==> config.mk <==
export PLATFORM = sky130hd
export DESIGN_NAME = sdCardInit
export DESIGN_NICKNAME = d
export VERILOG_FILES = /design/src/common/sdInitPkg.sv /design/src/common/sdProtoPkg.sv /design/src/rtl/sdCardInit.sv /design/src/rtl/sdClkGen.sv /design/src/rtl/sdInitCtrl.sv /design/src/sdCmd/sdCmdTx.sv /design/src/sdCmd/sdCrc7.sv /design/src/sdCmd/sdRespRx.sv
export SDC_FILE = /design/constraint.sdc
export NUM_CORES = 1
export LEC_CHECK = 0
export ABC_AREA = 1
export BUFFER_PORTS_ARGS = -buffer_cell sky130_fd_sc_hd__clkbuf_2
export CORE_UTILIZATION = 35
export CTS_CLUSTER_DIAMETER = 60
export DETAILED_ROUTE_END_ITERATION = 8
export MAX_ROUTING_LAYER = met4
export PLACE_DENSITY = 0.64
export SYNTH_ARGS = -nofsm -noshare
export SYNTH_HDL_FRONTEND = slang
export SYNTH_HIERARCHICAL = 1
export SYNTH_SLANG_ARGS = --single-unit
==> constraint.sdc <==
create_clock -name clk -period 2.1 [get_ports clk]
set_input_delay 0 -clock clk [delete_from_list [all_inputs] [get_ports clk]]
set_output_delay 0 -clock clk [all_outputs]
set_load 0.02 [all_outputs]
==> src/common/sdInitPkg.sv <==
package sdInitPkg;

    // ========================================
    // Sequencer states
    // ========================================
    typedef enum logic [3:0] {
        StGoIdle,       // CMD0
        StIfCond,       // CMD8
        StAppOpCond,    // CMD55 ahead of ACMD41
        StOpCond,       // ACMD41
        StCid,          // CMD2
        StRca,          // CMD3
        StSelect,       // CMD7
        StAppBus,       // CMD55 ahead of ACMD6
        StBusWidth,     // ACMD6
        StSendWait,     // Command frame going out
        StRespWait,     // Response coming in
        StGap,          // Idle clocks before the next command
        StDone
    } initStateT;

    // 12 MHz clk down to 400 kHz SD clock
    localparam int ClkHalfPeriod = 15;
    localparam int ClkCntWidth = $clog2(ClkHalfPeriod);

    // N_CC and N_RC minimum
    localparam int GapCycles = 8;
    localparam int GapCntWidth = $clog2(GapCycles + 1);

endpackage

==> src/common/sdProtoPkg.sv <==
package sdProtoPkg;

    // ========================================
    // Command indices
    // ========================================
    typedef enum logic [5:0] {
        CmdGoIdle      = 6'd0,    // GO_IDLE_STATE
        CmdAllSendCid  = 6'd2,    // ALL_SEND_CID
        CmdSendRca     = 6'd3,    // SEND_RELATIVE_ADDR
        CmdSetBusWidth = 6'd6,    // SET_BUS_WIDTH, sent after APP_CMD
        CmdSelect      = 6'd7,    // SELECT_CARD
        CmdSendIfCond  = 6'd8,    // SEND_IF_COND
        CmdSendOpCond  = 6'd41,   // SD_SEND_OP_COND, sent after APP_CMD
        CmdAppCmd      = 6'd55    // APP_CMD
    } cmdIndexT;

    // Expected response per command
    typedef enum logic [1:0] {
        RespNone,    // No response at all
        RespR48,     // Short response with CRC7
        RespR3,      // Short response, index and CRC fields all ones
        RespR136     // Long CID response, CRC not checked
    } respKindT;

    // Frame lengths in bits
    localparam int CmdFrameBits = 48;
    localparam int LongRespBits = 136;

    // Pattern echoed back by CMD8
    localparam logic [7:0] CheckPattern = 8'hAA;
    // Supply voltage 2.7-3.6 V plus check pattern
    localparam logic [31:0] IfCondArg = {20'h00000, 4'h1, CheckPattern};
    // HCS and XPC set, 2.7-2.8 V window
    localparam logic [31:0] OpCondArg = 32'h5000_8000;
    // Four data lines
    localparam logic [31:0] BusWidth4Arg = 32'h0000_0002;

endpackage

==> src/rtl/sdCardInit.sv <==
`timescale 1ns/1ps

module sdCardInit (
    input  logic        clk,
    input  logic        rstN,
    output logic        sdClk,
    input  logic        sdCmdIn,
    output logic        sdCmdOut,
    output logic        sdCmdOutEn,
    output logic [15:0] rca,
    output logic        done
);

    // SD clock strobes
    logic sdRise;
    logic sdFall;

    // Controller to transmitter
    logic                 cmdStart;
    sdProtoPkg::cmdIndexT cmdIndex;
    logic [31:0]          cmdArg;
    logic                 cmdDone;

    // Controller to receiver
    logic                 respArm;
    sdProtoPkg::respKindT respKind;
    logic                 respDone;
    logic                 respOk;
    sdProtoPkg::cmdIndexT respIndex;
    logic [31:0]          respPayload;

    sdClkGen clkGen (
        .clk    (clk),
        .rstN   (rstN),
        .sdClk  (sdClk),
        .sdRise (sdRise),
        .sdFall (sdFall)
    );

    sdInitCtrl ctrl (
        .clk         (clk),
        .rstN        (rstN),
        .sdRise      (sdRise),
        .cmdDone     (cmdDone),
        .respDone    (respDone),
        .respOk      (respOk),
        .respIndex   (respIndex),
        .respPayload (respPayload),
        .cmdStart    (cmdStart),
        .cmdIndex    (cmdIndex),
        .cmdArg      (cmdArg),
        .respArm     (respArm),
        .respKind    (respKind),
        .rca         (rca),
        .done        (done)
    );

    // ========================================
    // CMD line datapath
    // ========================================
    sdCmdTx cmdTx (
        .clk        (clk),
        .rstN       (rstN),
        .sdFall     (sdFall),
        .cmdStart   (cmdStart),
        .cmdIndex   (cmdIndex),
        .cmdArg     (cmdArg),
        .sdCmdOut   (sdCmdOut),
        .sdCmdOutEn (sdCmdOutEn),
        .cmdDone    (cmdDone)
    );

    sdRespRx respRx (
        .clk         (clk),
        .rstN        (rstN),
        .sdRise      (sdRise),
        .sdCmdIn     (sdCmdIn),
        .respArm     (respArm),
        .respKind    (respKind),
        .respDone    (respDone),
        .respOk      (respOk),
        .respIndex   (respIndex),
        .respPayload (respPayload)
    );

endmodule

==> src/rtl/sdClkGen.sv <==
`timescale 1ns/1ps

module sdClkGen (
    input  logic clk,
    input  logic rstN,
    output logic sdClk,
    output logic sdRise,
    output logic sdFall
);

    logic [sdInitPkg::ClkCntWidth-1:0] halfCnt;
    logic halfEnd;

    // Last clk cycle of a half period
    assign halfEnd = (halfCnt == '0);

    // Strobes lead the matching sdClk edge by one clk cycle
    assign sdRise = halfEnd && !sdClk;
    assign sdFall = halfEnd && sdClk;

    always_ff @(posedge clk) begin
        if (!rstN) begin
            halfCnt <= sdInitPkg::ClkCntWidth'(sdInitPkg::ClkHalfPeriod - 1);
            sdClk   <= 1'b0;
        end else if (halfEnd) begin
            halfCnt <= sdInitPkg::ClkCntWidth'(sdInitPkg::ClkHalfPeriod - 1);
            sdClk   <= !sdClk;
        end else begin
            halfCnt <= halfCnt - 1'b1;
        end
    end

endmodule

==> src/rtl/sdInitCtrl.sv <==
`timescale 1ns/1ps

module sdInitCtrl (
    input  logic                 clk,
    input  logic                 rstN,
    input  logic                 sdRise,
    input  logic                 cmdDone,
    input  logic                 respDone,
    input  logic                 respOk,
    input  sdProtoPkg::cmdIndexT respIndex,
    input  logic [31:0]          respPayload,
    output logic                 cmdStart,
    output sdProtoPkg::cmdIndexT cmdIndex,
    output logic [31:0]          cmdArg,
    output logic                 respArm,
    output sdProtoPkg::respKindT respKind,
    output logic [15:0]          rca,
    output logic                 done
);

    sdInitPkg::initStateT state;
    sdInitPkg::initStateT retState;

    // Decoded command for the current command state
    sdInitPkg::initStateT nxtRet;
    sdProtoPkg::cmdIndexT nxtIndex;
    sdProtoPkg::respKindT nxtKind;
    logic [31:0]          nxtArg;

    logic [sdInitPkg::GapCntWidth-1:0] gapCnt;
    logic [31:0] rcaArg;
    logic indexOk;
    logic patternOk;
    logic respGood;

    // RCA in the upper half, stuff bits below
    assign rcaArg = {rca, 16'h0000};

    // ========================================
    // Command table
    // ========================================
    always_comb begin
        nxtIndex = sdProtoPkg::CmdGoIdle;
        nxtArg   = '0;
        nxtKind  = sdProtoPkg::RespR48;
        nxtRet   = sdInitPkg::StDone;
        case (state)
            sdInitPkg::StGoIdle: begin
                nxtKind = sdProtoPkg::RespNone;
                nxtRet  = sdInitPkg::StIfCond;
            end
            sdInitPkg::StIfCond: begin
                nxtIndex = sdProtoPkg::CmdSendIfCond;
                nxtArg   = sdProtoPkg::IfCondArg;
                nxtRet   = sdInitPkg::StAppOpCond;
            end
            sdInitPkg::StAppOpCond: begin
                // rca is still zero here
                nxtIndex = sdProtoPkg::CmdAppCmd;
                nxtArg   = rcaArg;
                nxtRet   = sdInitPkg::StOpCond;
            end
            sdInitPkg::StOpCond: begin
                nxtIndex = sdProtoPkg::CmdSendOpCond;
                nxtArg   = sdProtoPkg::OpCondArg;
                nxtKind  = sdProtoPkg::RespR3;
                nxtRet   = sdInitPkg::StCid;
            end
            sdInitPkg::StCid: begin
                nxtIndex = sdProtoPkg::CmdAllSendCid;
                nxtKind  = sdProtoPkg::RespR136;
                nxtRet   = sdInitPkg::StRca;
            end
            sdInitPkg::StRca: begin
                nxtIndex = sdProtoPkg::CmdSendRca;
                nxtRet   = sdInitPkg::StSelect;
            end
            sdInitPkg::StSelect: begin
                nxtIndex = sdProtoPkg::CmdSelect;
                nxtArg   = rcaArg;
                nxtRet   = sdInitPkg::StAppBus;
            end
            sdInitPkg::StAppBus: begin
                nxtIndex = sdProtoPkg::CmdAppCmd;
                nxtArg   = rcaArg;
                nxtRet   = sdInitPkg::StBusWidth;
            end
            sdInitPkg::StBusWidth: begin
                nxtIndex = sdProtoPkg::CmdSetBusWidth;
                nxtArg   = sdProtoPkg::BusWidth4Arg;
            end
            default: begin
            end
        endcase
    end

    // Short responses other than R3 echo the command index
    assign indexOk = (respKind != sdProtoPkg::RespR48) || (respIndex == cmdIndex);
    // CMD8 must return our pattern
    assign patternOk = (cmdIndex != sdProtoPkg::CmdSendIfCond) ||
                       (respPayload[7:0] == sdProtoPkg::CheckPattern);
    assign respGood = respOk && indexOk && patternOk;

    // Receiver is armed as the command's end bit finishes
    assign respArm = (state == sdInitPkg::StSendWait) && cmdDone &&
                     (respKind != sdProtoPkg::RespNone);
    assign done = (state == sdInitPkg::StDone);

    // ========================================
    // Sequencer
    // ========================================
    always_ff @(posedge clk) begin
        if (!rstN) begin
            state    <= sdInitPkg::StGoIdle;
            retState <= sdInitPkg::StGoIdle;
            cmdStart <= 1'b0;
            cmdIndex <= sdProtoPkg::CmdGoIdle;
            cmdArg   <= '0;
            respKind <= sdProtoPkg::RespNone;
            gapCnt   <= '0;
            rca      <= '0;
        end else begin
            cmdStart <= 1'b0;
            case (state)
                sdInitPkg::StSendWait: begin
                    if (cmdDone && respKind == sdProtoPkg::RespNone) begin
                        gapCnt <= sdInitPkg::GapCntWidth'(sdInitPkg::GapCycles);
                        state  <= sdInitPkg::StGap;
                    end else if (cmdDone) begin
                        state <= sdInitPkg::StRespWait;
                    end
                end
                sdInitPkg::StRespWait: begin
                    if (respDone) begin
                        gapCnt <= sdInitPkg::GapCntWidth'(sdInitPkg::GapCycles);
                        state  <= sdInitPkg::StGap;
                        // Any bad response restarts from CMD0
                        if (!respGood) begin
                            retState <= sdInitPkg::StGoIdle;
                        end else if (cmdIndex == sdProtoPkg::CmdSendOpCond &&
                                     !respPayload[31]) begin
                            // Card still busy, repeat ACMD41
                            retState <= sdInitPkg::StAppOpCond;
                        end else if (cmdIndex == sdProtoPkg::CmdSendRca) begin
                            rca <= respPayload[31:16];
                        end
                    end
                end
                sdInitPkg::StGap: begin
                    if (sdRise && gapCnt == sdInitPkg::GapCntWidth'(1)) begin
                        state <= retState;
                    end else if (sdRise) begin
                        gapCnt <= gapCnt - 1'b1;
                    end
                end
                sdInitPkg::StDone: begin
                end
                default: begin
                    // Command states issue their frame here
                    cmdStart <= 1'b1;
                    cmdIndex <= nxtIndex;
                    cmdArg   <= nxtArg;
                    respKind <= nxtKind;
                    retState <= nxtRet;
                    state    <= sdInitPkg::StSendWait;
                    if (state == sdInitPkg::StGoIdle) begin
                        rca <= '0;
                    end
                end
            endcase
        end
    end

endmodule

==> src/sdCmd/sdCmdTx.sv <==
`timescale 1ns/1ps

module sdCmdTx (
    input  logic                 clk,
    input  logic                 rstN,
    input  logic                 sdFall,
    input  logic                 cmdStart,
    input  sdProtoPkg::cmdIndexT cmdIndex,
    input  logic [31:0]          cmdArg,
    output logic                 sdCmdOut,
    output logic                 sdCmdOutEn,
    output logic                 cmdDone
);

    logic [sdProtoPkg::CmdFrameBits-1:0] shiftReg;
    logic [5:0] bitCnt;
    logic       busy;
    logic [6:0] crc;
    logic       crcEn;
    logic       crcSlot;

    // CRC covers start, transmission, index and argument bits
    assign crcEn = sdFall && busy && (bitCnt < 6'(sdProtoPkg::CmdFrameBits - 8));
    // First 40 bits sent, CRC field is next in line
    assign crcSlot = busy && (bitCnt == 6'(sdProtoPkg::CmdFrameBits - 8));

    sdCrc7 crcGen (
        .clk   (clk),
        .rstN  (rstN),
        .clear (cmdStart),
        .bitEn (crcEn),
        .bitIn (shiftReg[sdProtoPkg::CmdFrameBits-1]),
        .crc   (crc)
    );

    // Frame shifter, MSB first, CRC patched in between two falls
    always_ff @(posedge clk) begin
        if (cmdStart) begin
            shiftReg <= {2'b01, cmdIndex, cmdArg, 7'h00, 1'b1};
        end else if (busy && sdFall) begin
            shiftReg <= {shiftReg[sdProtoPkg::CmdFrameBits-2:0], 1'b1};
        end else if (crcSlot) begin
            shiftReg[sdProtoPkg::CmdFrameBits-1 -: 7] <= crc;
        end
    end

    always_ff @(posedge clk) begin
        if (!rstN) begin
            busy       <= 1'b0;
            bitCnt     <= '0;
            sdCmdOut   <= 1'b1;
            sdCmdOutEn <= 1'b0;
            cmdDone    <= 1'b0;
        end else begin
            cmdDone <= 1'b0;
            if (cmdStart) begin
                busy   <= 1'b1;
                bitCnt <= '0;
            end else if (busy && sdFall) begin
                if (bitCnt == 6'(sdProtoPkg::CmdFrameBits)) begin
                    // End bit has had its full SD clock
                    busy       <= 1'b0;
                    sdCmdOut   <= 1'b1;
                    sdCmdOutEn <= 1'b0;
                    cmdDone    <= 1'b1;
                end else begin
                    sdCmdOutEn <= 1'b1;
                    sdCmdOut   <= shiftReg[sdProtoPkg::CmdFrameBits-1];
                    bitCnt     <= bitCnt + 1'b1;
                end
            end
        end
    end

endmodule

==> src/sdCmd/sdCrc7.sv <==
`timescale 1ns/1ps

module sdCrc7 (
    input  logic       clk,
    input  logic       rstN,
    input  logic       clear,
    input  logic       bitEn,
    input  logic       bitIn,
    output logic [6:0] crc
);

    logic feedback;

    // x^7 + x^3 + 1, data enters MSB first
    assign feedback = bitIn ^ crc[6];

    always_ff @(posedge clk) begin
        if (!rstN) begin
            crc <= '0;
        end else if (clear) begin
            crc <= '0;
        end else if (bitEn) begin
            crc <= {crc[5:0], 1'b0} ^ {3'b000, feedback, 2'b00, feedback};
        end
    end

endmodule

==> src/sdCmd/sdRespRx.sv <==
`timescale 1ns/1ps

module sdRespRx (
    input  logic                 clk,
    input  logic                 rstN,
    input  logic                 sdRise,
    input  logic                 sdCmdIn,
    input  logic                 respArm,
    input  sdProtoPkg::respKindT respKind,
    output logic                 respDone,
    output logic                 respOk,
    output sdProtoPkg::cmdIndexT respIndex,
    output logic [31:0]          respPayload
);

    logic [1:0] cmdSync;
    logic       armed;
    logic [7:0] bitCnt;
    logic       txBit;
    logic       takeBit;
    logic       lastBit;
    logic       crcEn;
    logic       fieldsOk;
    logic [6:0] crc;
    logic [sdProtoPkg::CmdFrameBits-1:0] window;
    sdProtoPkg::respKindT kind;

    // Line idles high, the first low sample is the start bit
    assign takeBit = sdRise && armed && (bitCnt != 8'd0 || !cmdSync[1]);
    assign lastBit = (kind == sdProtoPkg::RespR136) ?
                     (bitCnt == 8'(sdProtoPkg::LongRespBits - 1)) :
                     (bitCnt == 8'(sdProtoPkg::CmdFrameBits - 1));
    assign crcEn = takeBit && (bitCnt < 8'(sdProtoPkg::CmdFrameBits - 8));

    sdCrc7 crcChk (
        .clk   (clk),
        .rstN  (rstN),
        .clear (respArm),
        .bitEn (crcEn),
        .bitIn (cmdSync[1]),
        .crc   (crc)
    );

    // Two-flop synchronizer on the card's CMD output
    always_ff @(posedge clk) begin
        if (!rstN) begin
            cmdSync <= 2'b11;
        end else begin
            cmdSync <= {cmdSync[0], sdCmdIn};
        end
    end

    always_ff @(posedge clk) begin
        if (!rstN) begin
            armed    <= 1'b0;
            bitCnt   <= '0;
            kind     <= sdProtoPkg::RespNone;
            respDone <= 1'b0;
        end else begin
            respDone <= 1'b0;
            if (respArm) begin
                armed  <= 1'b1;
                bitCnt <= '0;
                kind   <= respKind;
            end else if (takeBit && lastBit) begin
                armed    <= 1'b0;
                bitCnt   <= '0;
                respDone <= 1'b1;
            end else if (takeBit) begin
                bitCnt <= bitCnt + 1'b1;
            end
        end
    end

    // Last 48 bits kept, transmission bit captured on its own for R2
    always_ff @(posedge clk) begin
        if (takeBit) begin
            window <= {window[sdProtoPkg::CmdFrameBits-2:0], cmdSync[1]};
            if (bitCnt == 8'd1) begin
                txBit <= cmdSync[1];
            end
        end
    end

    // ========================================
    // Response checks
    // ========================================
    always_comb begin
        case (kind)
            sdProtoPkg::RespR48: fieldsOk = (window[7:1] == crc);
            sdProtoPkg::RespR3:  fieldsOk = (&window[45:40]) && (&window[7:1]);
            default:             fieldsOk = 1'b1;
        endcase
    end

    assign respOk      = fieldsOk && !txBit && window[0];
    assign respIndex   = sdProtoPkg::cmdIndexT'(window[45:40]);
    assign respPayload = window[39:8];

endmodule
==> results.py <==
metrics = {
    "outcome": {
        "status": "complete, no violations",
    },
    "power": {
        "ir_drop_uv": 587,
        "p_per_area_nw_per_um2": 809,
        "pwr-share-seq_pct": 52.4,
        "p_sw_share_pct": 25.4,
        "p_comb_share_pct": 8.0,
        "power_switching_w": 0.00201,
        "clockPowerShare_pct": 39.6,
        "p_int_w": 0.00589,
        "p_leak_nw": 3.79,
    },
    "detailed_routing": {
        "avgViaCountPerCell": 4.69,
        "drt-pass1-iter-count": 5,
        "ant_nets": 0,
        "vias": 6165,
        "drtIter0Drc": 453,
        "wire_per_inst_um": 12.7,
        "drcViolationCount": 0,
        "drt-total-wl_um": 16700,
    },
    "critical_path": {
        "critPathKind": "flip-flop to flip-flop",
        "crit_required_ns": 2.46,
        "crit_fanout": 8,
        "reg2reg_from": "respRx/kind[0]$_SDFFE_PN0P_",
        "reg2reg_to": "ctrl/rca[14]$_SDFFE_PN0P_",
        "cp.arrival_ns": 2.35,
        "r2r_cells": 15,
        "crit_path_end_kind": "flip-flop",
        "cp-start-kind": "flip-flop",
        "r2r_slack_ns": 0.11,
    },
    "hold_path": {
        "worstHoldPathType": "input port to flip-flop",
        "holdPathStages": 3,
        "worstHoldEndpoint": "respRx/cmdSync[0]$_SDFF_PN1_",
        "min_from": "sdCmdIn",
    },
    "timing": {
        "fmax_mhz": 502,
        "finalHoldViolations": 0,
        "relSlewSlack_pct": 61.5,
        "setup_viol": 0,
        "clock_skew_ns": 0.0181,
        "tns_ns": 0,
        "post-route-period-util_pct": 94.9,
        "slew_viol_final": 0,
        "max_slew.worst_pin.slew_ns": 0.577,
        "period_minus_slack_ns": 1.99,
        "rsz0062_at_grt": "yes",
    },
    "global_routing": {
        "antenna_found_initial": 0,
        "grt_max_degree": 49,
        "grt_pass1_wl_um": 28400,
        "grt_overflow": 0,
        "first_global_vias": 5980,
        "grt.total_usage_pct": 14.0,
    },
    "clock_network": {
        "cts-root-buf": "clkbuf_16",
        "cts_made_buffers": 17,
        "cts.sinks": 193,
        "clock_path_buffers": 2,
        "cts_tree": "yes",
        "worstSkewPairLatency_ns": 0.44,
        "htree_levels": 4,
        "path_clk_slew_ns": 0.07,
    },
    "synthesis": {
        "syn_area_um2": 8750,
        "yosysWarnings": 6,
        "avgSynthCellArea_um2": 8.98,
        "syn_inst": 974,
    },
    "layout": {
        "drive_above_1_share_pct": 16.7,
        "finalNonFillerCells": 1314,
        "area_delta_synth_final_pct": 11.7,
        "fill_cells": 2404,
        "diodes": 0,
        "finalNetCount": 992,
        "final_util_pct": 40.0,
    },
    "die": {
        "initial_core_util_pct": 35.9,
        "dieArea_um2": 25600,
        "die_y_um": 160,
        "coreArea_um2": 24400,
        "rows": 57,
        "pin_count": 23,
        "chipWidth_um": 160,
    },
    "place": {
        "gp_congestion": 0.836,
        "dp_cells": 1278,
        "hpwlAfterDp_um": 11100,
        "port_buffers": 22,
    },
    "run": {
        "drv_cap": 0,
    },
}
==> through the flow <==
stage	hold slack (ns)	area [um2]	power [W]	worst slack (ns)
floorplan	0.0771	8780	0.00467	0.147
global placement	0.214	9010	0.00481	0.0850
detailed placement	0.218	9010	0.00481	0.0398
CTS	0.314	9600	0.00795	0.00702
global route	0.315	9770	0.00822	-0.0429
finish	0.315	9770	0.00790	0.106
==> state kept, by name (all words and copies together) (netlist names), 6 cells and up <==
signal / count
ctrl/cmdArg: 19
cmdTx/shiftReg: 47
respRx/window: 46
respRx/crcChk/crc: 7
respRx/bitCnt: 8
ctrl/rca: 16
cmdTx/bitCnt: 6
ctrl/cmdIndex: 6
cmdTx/crcGen/crc: 7
==> worst max path at each step <==
| stage | from | to | slack, ns | cells past startpoint |
|---|---|---|---|---|
| 2_1_floorplan | respRx/kind[0]$_SDFFE_PN0P_ | ctrl/rca[10]$_SDFFE_PN0P_ | 0.15 | 16 |
| 3_3_place_gp | respRx/kind[0]$_SDFFE_PN0P_ | ctrl/rca[4]$_SDFFE_PN0P_ | 0.09 | 15 |
| 3_5_place_dp | respRx/kind[0]$_SDFFE_PN0P_ | ctrl/rca[4]$_SDFFE_PN0P_ | 0.04 | 15 |
| 4_1_cts | respRx/kind[0]$_SDFFE_PN0P_ | ctrl/rca[7]$_SDFFE_PN0P_ | 0.007 | 15 |
| 5_1_grt | respRx/kind[1]$_SDFFE_PN0P_ | ctrl/rca[12]$_SDFFE_PN0P_ | -0.04 | 15 |
| 6_report | respRx/kind[0]$_SDFFE_PN0P_ | ctrl/rca[14]$_SDFFE_PN0P_ | 0.11 | 15 |
==> cell type report <==
class / count / area, um2 / share of cell area [%]
inverters: 123 / 467 / 4.78
flip-flops and latches: 193 / 4720 / 48.3
well taps: 324 / 405 / 4.15
clock buffers: 20 / 458 / 4.69
multi-input cells: 598 / 3230 / 33.0
repair buffers: 44 / 378 / 3.87
clock inverters: 12 / 115 / 1.18
==> layer usage <==
metal / up-vias / track usage, % / wire length [um]
met2: 98 / 22.2 / 7710
met4: 0 / 4.94 / 259
li1: 3172 / - / -
met3: 19 / 2.57 / 512
met1: 2876 / 17.8 / 8170
met5: - / - / 0
==> what timing repair did <==
| item | 4_1_cts | 5_1_grt |
|---|---|---|
| setup endpoints to repair | 0 | 26 |
| hold buffers | 2 | 0 |
| gates resized for setup | 0 | 29 |
| setup buffers | 0 | 0 |
| endpoints found under the hold margin | 10 | 0 |
==> worst max-delay path, cell delays in order, from the launching register on <==
cell,delay [ns]
dfxtp_2,0.34
inv_2,0.07
ha_4,0.13
nand2_2,0.05
nor3_2,0.10
nand2_1,0.07
o21bai_1,0.14
nor2_1,0.05
nor2_1,0.09
inv_1,0.07
a21oi_2,0.13
nand3_2,0.11
nand2_4,0.16
clkbuf_16,0.18
nand3_1,0.07
a21oi_1,0.16
==> power by group through the flow <==
stage | Combinational, W | Clock [W] | Sequential [W]
6_report | 0.000630 | 0.00313 | 0.00414
5_1_grt | 0.000709 | 0.00336 | 0.00416
4_1_cts | 0.000597 | 0.00322 | 0.00414
3_5_place_dp | 0.000592 | 0 | 0.00422
3_3_place_gp | 0.000583 | 0 | 0.00422
2_1_floorplan | 0.000466 | 0 | 0.00420
==> cell usage in the layout (no fill, tap or decap), types with 3 or more instances in the layout <==
cell type  instances
nand2_1          206
inv_1            106
dfxtp_1          106
nor2_1            98
edfxtp_1          85
nand3_1           58
a21oi_1           48
a22o_1            32
clkbuf_2          22
clkbuf_16         20
nand2_2           17
o21ai_0           16
inv_2             15
a21oi_2           13
buf_4             13
ha_1              11
conb_1            10
a211oi_2           9
nand3_2            8
nor3_1             6
o22ai_1            6
a31oi_1            6
nor2_2             5
nor2_4             5
xor2_1             5
buf_12             5
o21ai_1            4
nand4_1            4
inv_6              3
clkinv_4           3
inv_8              3
nand2_4            3
a211oi_1           3
or2_2              3
(Power assumes the default switching activity.)
